$ cat src/hw/mem_unit_pkg.sv
package mem_unit_pkg;

    // width of a reorder-buffer tag.
    parameter int tag_w = 3;

    // memory operations only; loads first, then stores.
    typedef enum logic [3:0] {
        op_lb  = 4'd0,
        op_lh  = 4'd1,
        op_lw  = 4'd2,
        op_lbu = 4'd3,
        op_lhu = 4'd4,
        op_sb  = 4'd5,
        op_sh  = 4'd6,
        op_sw  = 4'd7
    } mem_op_e;

    // one queued memory operation, 71 bits.
    typedef struct packed {
        mem_op_e          op;
        logic [31:0]      addr;
        logic [31:0]      data; // store value.
        logic [tag_w-1:0] tag;
    } lsq_entry_t;

    // completion of a load or a store, 35 bits.
    typedef struct packed {
        logic [tag_w-1:0] tag;
        logic [31:0]      value; // store data for stores.
    } mem_result_t;

    // one fetched instruction word and its pc.
    typedef struct packed {
        logic [31:0] pc;
        logic [31:0] word;
    } ins_result_t;

endpackage
$ cat src/hw/mem_unit_top.sv
module mem_unit_top #(
    parameter int lsq_depth = 8,
    parameter int fq_depth  = 8,
    parameter int ram_bytes = 256
) (
    input  logic                           clk,
    input  logic                           rst,
    input  logic                           dispatch_valid,
    input  mem_unit_pkg::lsq_entry_t       dispatch_entry,
    output logic                           lsq_full,
    input  logic                           commit_valid,
    input  logic [mem_unit_pkg::tag_w-1:0] commit_tag,
    input  logic                           fetch_valid,
    input  logic [31:0]                    fetch_pc,
    output logic                           fq_full,
    output logic                           result_valid,
    output mem_unit_pkg::mem_result_t      result,
    output logic                           ins_valid,
    output mem_unit_pkg::ins_result_t      ins
);
    import mem_unit_pkg::*;

    lsq_entry_t  lsq_head;
    logic        lsq_head_ready;
    logic        lsq_pop;
    logic [31:0] fq_head_pc;
    logic        fq_head_valid;
    logic        fq_pop;
    logic        wb_cyc;
    logic        wb_stb;
    logic        wb_we;
    logic [31:0] wb_adr;
    logic [7:0]  wb_dat_w;
    logic [7:0]  wb_dat_r;
    logic        wb_ack;

    load_store_queue #(.lsq_depth(lsq_depth)) load_store_queue_i (
        .clk, .rst,
        .dispatch_valid, .dispatch_entry,
        .commit_valid, .commit_tag,
        .lsq_pop, .lsq_head, .lsq_head_ready, .lsq_full
    );

    fetch_queue #(.fq_depth(fq_depth)) fetch_queue_i (
        .clk, .rst,
        .fetch_valid, .fetch_pc,
        .fq_pop, .fq_head_pc, .fq_head_valid, .fq_full
    );

    mem_access_engine mem_access_engine_i (
        .clk, .rst,
        .lsq_head, .lsq_head_ready, .fq_head_pc, .fq_head_valid,
        .lsq_pop, .fq_pop,
        .result_valid, .result, .ins_valid, .ins,
        .wb_cyc, .wb_stb, .wb_we, .wb_adr, .wb_dat_w, .wb_dat_r, .wb_ack
    );

    byte_ram #(.ram_bytes(ram_bytes)) byte_ram_i (
        .clk, .rst,
        .wb_cyc, .wb_stb, .wb_we, .wb_adr, .wb_dat_w, .wb_dat_r, .wb_ack
    );

endmodule

$ cat src/hw/byte_ram.sv
module byte_ram #(
    parameter int ram_bytes = 256
) (
    input  logic        clk,
    input  logic        rst,
    input  logic        wb_cyc,
    input  logic        wb_stb,
    input  logic        wb_we,
    input  logic [31:0] wb_adr,
    input  logic [7:0]  wb_dat_w,
    output logic [7:0]  wb_dat_r,
    output logic        wb_ack
);
    localparam int adr_w = $clog2(ram_bytes);

    logic [7:0]       mem [ram_bytes];
    logic [adr_w-1:0] index;
    logic             accept;

    assign index  = wb_adr[adr_w-1:0]; // address wraps at ram_bytes.
    assign accept = wb_cyc && wb_stb && !wb_ack;

    always_ff @(posedge clk) begin
        if (!rst) begin
            wb_ack <= 1'b0;
        end else begin
            wb_ack <= accept; // one cycle per strobe.
        end
    end

    always_ff @(posedge clk) begin
        if (accept) begin
            if (wb_we) begin
                mem[index] <= wb_dat_w;
            end
            wb_dat_r <= mem[index];
        end
    end

endmodule

$ cat src/hw/mem_access_engine.sv
module mem_access_engine (
    input  logic                      clk,
    input  logic                      rst,
    input  mem_unit_pkg::lsq_entry_t  lsq_head,
    input  logic                      lsq_head_ready,
    input  logic [31:0]               fq_head_pc,
    input  logic                      fq_head_valid,
    output logic                      lsq_pop,
    output logic                      fq_pop,
    output logic                      result_valid,
    output mem_unit_pkg::mem_result_t result,
    output logic                      ins_valid,
    output mem_unit_pkg::ins_result_t ins,
    output logic                      wb_cyc,
    output logic                      wb_stb,
    output logic                      wb_we,
    output logic [31:0]               wb_adr,
    output logic [7:0]                wb_dat_w,
    input  logic [7:0]                wb_dat_r,
    input  logic                      wb_ack
);
    import mem_unit_pkg::*;

    typedef enum logic [1:0] {st_idle, st_bus, st_gap} state_e;

    state_e           state;
    logic             job_fetch;
    mem_op_e          job_op;
    logic [31:0]      job_addr;
    logic [31:0]      job_data;
    logic [tag_w-1:0] job_tag;
    logic [1:0]       idx;
    logic [1:0]       last_idx;
    logic [31:0]      asm;
    logic [31:0]      gathered;
    logic [31:0]      load_value;

    function automatic logic [1:0] last_index(mem_op_e op);
        case (op)
            op_lb, op_lbu, op_sb: last_index = 2'd0;
            op_lh, op_lhu, op_sh: last_index = 2'd1;
            default:              last_index = 2'd3;
        endcase
    endfunction

    function automatic logic is_store(mem_op_e op);
        return op inside {op_sb, op_sh, op_sw};
    endfunction

    // earlier bytes plus the one arriving with this ack.
    always_comb begin
        gathered = asm;
        gathered[{idx, 3'b000} +: 8] = wb_dat_r;
        case (job_op)
            op_lb:   load_value = {{24{gathered[7]}}, gathered[7:0]};
            op_lh:   load_value = {{16{gathered[15]}}, gathered[15:0]};
            op_lbu:  load_value = {24'd0, gathered[7:0]};
            op_lhu:  load_value = {16'd0, gathered[15:0]};
            op_sb, op_sh, op_sw: load_value = job_data;
            default: load_value = gathered;
        endcase
    end

    always_ff @(posedge clk) begin
        if (!rst) begin
            state        <= st_idle;
            wb_cyc       <= 1'b0;
            wb_stb       <= 1'b0;
            wb_we        <= 1'b0;
            result_valid <= 1'b0;
            ins_valid    <= 1'b0;
            lsq_pop      <= 1'b0;
            fq_pop       <= 1'b0;
        end else begin
            result_valid <= 1'b0;
            ins_valid    <= 1'b0;
            lsq_pop      <= 1'b0;
            fq_pop       <= 1'b0;
            case (state)
                st_idle: begin
                    idx <= 2'd0;
                    if (lsq_head_ready) begin // memory op beats fetch.
                        job_fetch <= 1'b0;
                        job_op    <= lsq_head.op;
                        job_addr  <= lsq_head.addr;
                        job_data  <= lsq_head.data;
                        job_tag   <= lsq_head.tag;
                        last_idx  <= last_index(lsq_head.op);
                        wb_cyc    <= 1'b1;
                        wb_stb    <= 1'b1;
                        wb_we     <= is_store(lsq_head.op);
                        wb_adr    <= lsq_head.addr;
                        wb_dat_w  <= lsq_head.data[7:0];
                        state     <= st_bus;
                    end else if (fq_head_valid) begin
                        job_fetch <= 1'b1;
                        job_addr  <= fq_head_pc;
                        last_idx  <= 2'd3;
                        wb_cyc    <= 1'b1;
                        wb_stb    <= 1'b1;
                        wb_we     <= 1'b0;
                        wb_adr    <= fq_head_pc;
                        state     <= st_bus;
                    end
                end
                st_bus: begin
                    if (wb_ack) begin
                        asm    <= gathered;
                        wb_stb <= 1'b0;
                        idx    <= idx + 2'd1;
                        state  <= st_gap;
                        if (idx == last_idx) begin
                            wb_cyc <= 1'b0;
                            wb_we  <= 1'b0;
                            if (job_fetch) begin
                                ins_valid <= 1'b1;
                                fq_pop    <= 1'b1;
                                ins.pc    <= job_addr;
                                ins.word  <= gathered;
                            end else begin
                                result_valid <= 1'b1;
                                lsq_pop      <= 1'b1;
                                result.tag   <= job_tag;
                                result.value <= load_value;
                            end
                        end
                    end
                end
                st_gap: begin
                    // pop lands here, so idle sees the next head.
                    if (wb_cyc) begin
                        wb_stb   <= 1'b1;
                        wb_adr   <= job_addr + {30'd0, idx};
                        wb_dat_w <= job_data[{idx, 3'b000} +: 8];
                        state    <= st_bus;
                    end else begin
                        state <= st_idle;
                    end
                end
                default: state <= st_idle;
            endcase
        end
    end

endmodule

$ cat src/hw/fetch_queue.sv
module fetch_queue #(
    parameter int fq_depth = 8
) (
    input  logic        clk,
    input  logic        rst,
    input  logic        fetch_valid,
    input  logic [31:0] fetch_pc,
    input  logic        fq_pop,
    output logic [31:0] fq_head_pc,
    output logic        fq_head_valid,
    output logic        fq_full
);
    localparam int ptr_w = $clog2(fq_depth);
    localparam int cnt_w = $clog2(fq_depth + 1);

    logic [31:0]      pcs [fq_depth];
    logic [ptr_w-1:0] head;
    logic [ptr_w-1:0] tail;
    logic [cnt_w-1:0] count;
    logic             push;

    assign push = fetch_valid && !fq_full;

    always_ff @(posedge clk) begin
        if (!rst) begin
            head  <= '0;
            tail  <= '0;
            count <= '0;
        end else begin
            if (push) begin
                tail <= tail + 1'b1;
            end
            if (fq_pop) begin
                head <= head + 1'b1;
            end
            case ({push, fq_pop})
                2'b10:   count <= count + 1'b1;
                2'b01:   count <= count - 1'b1;
                default: count <= count;
            endcase
        end
    end

    always_ff @(posedge clk) begin
        if (push) begin
            pcs[tail] <= fetch_pc;
        end
    end

    assign fq_head_pc    = pcs[head];
    assign fq_head_valid = (count != '0);
    assign fq_full       = (count == cnt_w'(fq_depth));

endmodule

$ cat src/hw/load_store_queue.sv
module load_store_queue #(
    parameter int lsq_depth = 8
) (
    input  logic                           clk,
    input  logic                           rst,
    input  logic                           dispatch_valid,
    input  mem_unit_pkg::lsq_entry_t       dispatch_entry,
    input  logic                           commit_valid,
    input  logic [mem_unit_pkg::tag_w-1:0] commit_tag,
    input  logic                           lsq_pop,
    output mem_unit_pkg::lsq_entry_t       lsq_head,
    output logic                           lsq_head_ready,
    output logic                           lsq_full
);
    import mem_unit_pkg::*;

    localparam int ptr_w = $clog2(lsq_depth);
    localparam int cnt_w = $clog2(lsq_depth + 1);

    lsq_entry_t           entries [lsq_depth];
    logic [lsq_depth-1:0] committed;
    logic [lsq_depth-1:0] occupied;
    logic [ptr_w-1:0]     head;
    logic [ptr_w-1:0]     tail;
    logic [cnt_w-1:0]     count;
    logic                 push;

    assign push = dispatch_valid && !lsq_full;

    // a slot is live when its distance from head is below the count.
    always_comb begin
        logic [ptr_w-1:0] offset;
        for (int i = 0; i < lsq_depth; i++) begin
            offset = ptr_w'(i) - head;
            occupied[i] = {1'b0, offset} < count;
        end
    end

    always_ff @(posedge clk) begin
        if (!rst) begin
            head      <= '0;
            tail      <= '0;
            count     <= '0;
            committed <= '0;
        end else begin
            for (int i = 0; i < lsq_depth; i++) begin
                if (commit_valid && occupied[i] && entries[i].tag == commit_tag) begin
                    committed[i] <= 1'b1;
                end
            end
            if (push) begin
                committed[tail] <= 1'b0; // new entry waits for its commit.
                tail            <= tail + 1'b1;
            end
            if (lsq_pop) begin
                head <= head + 1'b1;
            end
            case ({push, lsq_pop})
                2'b10:   count <= count + 1'b1;
                2'b01:   count <= count - 1'b1;
                default: count <= count;
            endcase
        end
    end

    always_ff @(posedge clk) begin
        if (push) begin
            entries[tail] <= dispatch_entry;
        end
    end

    assign lsq_head       = entries[head];
    assign lsq_head_ready = (count != '0) && committed[head];
    assign lsq_full       = (count == cnt_w'(lsq_depth));

endmodule

$ cat config.mk
export PLATFORM = sky130hd
export DESIGN_NAME = mem_unit_top
export DESIGN_NICKNAME = d
export VERILOG_FILES = /design/src/hw/mem_unit_pkg.sv /design/src/hw/mem_unit_top.sv /design/src/hw/byte_ram.sv /design/src/hw/mem_access_engine.sv /design/src/hw/fetch_queue.sv /design/src/hw/load_store_queue.sv
export SDC_FILE = /design/constraint.sdc
export NUM_CORES = 2
export LEC_CHECK = 0
export ABC_AREA = 0
export ABC_CLOCK_PERIOD_IN_PS = 14900
export BUFFER_PORTS_ARGS = -buffer_cell sky130_fd_sc_hd__clkbuf_2
export CAP_MARGIN = 5
export CORE_MARGIN = 8
export CORE_UTILIZATION = 45
export DETAILED_ROUTE_END_ITERATION = 8
export PLACE_DENSITY = 0.72
export SETUP_SLACK_MARGIN = 0.02
export SLEW_MARGIN = 20
export SYNTH_ARGS = -nofsm -noshare
export SYNTH_HDL_FRONTEND = slang
export SYNTH_HIERARCHICAL = 1
export SYNTH_SLANG_ARGS = --single-unit
$ cat constraint.sdc
create_clock -name clk -period 14.9 [get_ports clk]
set_input_delay 2.98 -clock clk [delete_from_list [all_inputs] [get_ports clk]]
set_output_delay 2.98 -clock clk [all_outputs]
set_load 0.03 [all_outputs]
==> metrics.md <==
| Metric | Value |
|---|---|
| Clock power frac | 0.421 |
| Status | finished, final reports clean |
| Tot GR Track Use | 0.192 |
| Post-Route WL | 280 mm |
| Worst path cell trace | buf_4 -> buf_4 -> buf_4 -> buf_4 -> mux4_2 -> a22oi_1 -> a21oi_1 -> o41ai_1 -> buf_4 -> nand4_1 |
| P_sw | around 3.7 mW |
| I/O pin total | 214 |
| Most common cell after layout, fill and taps aside | edfxtp_1 |
| Hold-fix buffers at CTS | 0 |
| RSZ-0062 raised after global routing | no |
| Max-slew headroom | 0.171 |
| Die area | 285000 um^2 |
| Synth Warn # | 6 |
| Final nets | roughly 6000 |
| Clock Pin Slew Worst Setup and Hold Paths | 0.06 ns |
| CP max stage delay | 0.86 ns |
| Final Slew Violations | 0 |
| Critical path capture point type | flip-flop |
| Die width | 534 um |
| Area growth syn-to-layout | 12.5% |
| Mapped cell area | 121000 um^2 |
| Max Clk Rate | 180 MHz |
| # rows | between 150 and 200 |
| CTS max path bufs | 4 |
| First-pass GRT wire length | 407 mm |
| Most used cell, CP | buf_4 |
| Inserted Clock Buffers | 310 |
| Share of layout cells above drive strength 1 | 0.267 |
| Initial Utilization | 0.451 |
| Latest clock arrival within the worst-skew pair | ~0.95 ns |
| Most Crowded Layer GR | met2 |
| Worst Hold Class | flip-flop to flip-flop |
| Max VDD drop | 153 uV |
| Total power | around 18 mW |
| Core area | 268000 um^2 |
| M3 GR Usage | 0.0529 |
| Avg Cell Area, Syn | 21.8 um^2 |
| CTS resizes | 0 |
| Clock tree sinks | 3145 |
| Vias in the first global route | 58700 |
| TritonCTS clock tree | done |
| Largest fanout on the critical path | 52 |
| Tcrit/Tclk final | 0.372 |
| DR pass1 iterations | 6 |
| DRT antenna net count | 0 |
| Initial antenna violation count | 48 |
| Worst Clk Skew | 0.0640 ns |
| Die H | 534 um |
| Global-route met2 utilization | 0.309 |
| Pint | between 10 and 15 mW |
| Port-buffer cells | ~210 |
| Post-route DRC | 0 |
| Area after DPL | between 100000 and 150000 um^2 |
| Max-cap viol count | 0 |
| Leakage | 41.8 nW |
| Worst-Margin Slew | 1.24 ns |
| Routed WL per cell | 29.0 um |
| DR vias/cell | 5.99 |
| RD Place Congestion | 0.821 |
| WP data arrival | 6.20 ns |
| Sw Share | 0.203 |
| Seq pwr share | 0.540 |
| Commonest non-fill, non-tap cells in the layout | 3103 x edfxtp_1, 688 x mux4_2, 317 x clkbuf_16 |
| Gate power share | 0.039 |
| Mapped Cells | 5552 |
| Pin count of the biggest net entering global routing | 257 |
| Required time of the critical path | ~16 ns |
| Detailed Route Iter0 Violations | 6545 |
| Vias | 57800 |
| Syn nets | 5695 |
| Min Clock Period, post-route | 5.55 ns |
| Final Hold Vio Count | 0 |
| GR Overflow Total | 0 |
| Hpwl dp | roughly 160 mm |
| Startpoint class of the critical path | flip-flop |
| # H-tree levels | 5 |
| Setup Total Neg Slack | 0 ns |
| # Post-CTS Setup Buffers | 0 |
| Final Cell Area | around 140000 um^2 |
| Root Buffer | clkbuf_16 |
| Slowest stage cell, crit path | o41ai_1 |
| CP Class | flip-flop to flip-flop |
| Final Setup Violations | 0 |
| Power Dens Cells | 133 nW/um^2 |
| M1 GR Usage | 0.256 |
## flip-flops by register name, indices dropped and copies added (netlist names), 3 cells and up, named ones only
register / flops
mem_access_engine_i/asm: 32
mem_access_engine_i/wb_dat_w: 8
mem_access_engine_i/wb_adr: 8
load_store_queue_i/entries: 568
mem_access_engine_i/job_data: 32
load_store_queue_i/count: 4
load_store_queue_i/head: 3
fetch_queue_i/count: 4
fetch_queue_i/tail: 3
fetch_queue_i/pcs: 256
fetch_queue_i/head: 3
byte_ram_i/wb_dat_r: 8
mem_access_engine_i/ins: 64
mem_access_engine_i/job_op: 4
load_store_queue_i/committed: 8
mem_access_engine_i/job_tag: 3
mem_access_engine_i/job_addr: 32
mem_access_engine_i/result: 35
byte_ram_i/mem: 2048
load_store_queue_i/tail: 3
## final cells by class
type	count	area, um^2
antenna	17	42.5
sequential	3145	94000
fill	20600	132000
inverter	41	154
clock buffer	376	8180
multi-input combinational	2036	25400
tap	3552	4440
timing repair buffer	330	2190
clock inverter	161	1470
## stage by stage
stage | util | setup slack (ns) | instances | hold WS (ns)
after floorplan | - | 4.36 | 5552 | 0.400
after global placement | 0.471 | 9.09 | 9093 | 0.403
after detailed placement | 0.471 | 9.10 | 9097 | 0.406
after CTS | 0.507 | 9.33 | 9634 | 0.394
after global routing | 0.508 | 9.03 | 9642 | 0.415
final | 0.508 | 9.35 | 9658 | 0.399
## metal layers
metal / wire length [um] / share of wire / up-vias
met5: 423 / 0.0015 / -
met4: 9060 / 0.032 / 64
met3: 28200 / 0.10 / 553
met2: 135000 / 0.48 / 2820
met1: 107000 / 0.38 / 30400
li1: - / - / 23900
## critical path, delay by kind of cell (launching register included)
family | cells | cell delay [ns]
AOI/OAI and AO/OA | 3 | 1.28
DFF | 1 | 0.33
buffers and inverters | 5 | 3.04
and+or+nand+nor | 1 | 0.08
muxes | 1 | 0.41
## power groups by stage
stage	clock, mW	combinational [mW]	sequential, mW
4_1_cts	7.64	0.710	9.73
5_1_grt	7.96	0.749	9.73
2_1_floorplan	0	0.471	9.91
3_3_place_gp	0	0.691	9.92
6_report	7.58	0.706	9.73
3_5_place_dp	0	0.707	9.92
## path summary, 6_finish.rpt
path,start,endpoint,slack [ns],cells after the start
worst max-delay path,mem_access_engine_i/wb_adr[1]$_DFFE_PP_,byte_ram_i/wb_dat_r[7]$_DFFE_PN_,9.35,10
worst min-delay path,mem_access_engine_i/job_addr[31]$_DFFE_PP_,mem_access_engine_i/ins[63]$_DFFE_PP_,0.40,0
worst max register to register,mem_access_engine_i/wb_adr[1]$_DFFE_PP_,byte_ram_i/wb_dat_r[7]$_DFFE_PN_,9.35,10
worst min register to register,mem_access_engine_i/job_addr[31]$_DFFE_PP_,mem_access_engine_i/ins[63]$_DFFE_PP_,0.40,0
Power figures use the tool's default switching activity.
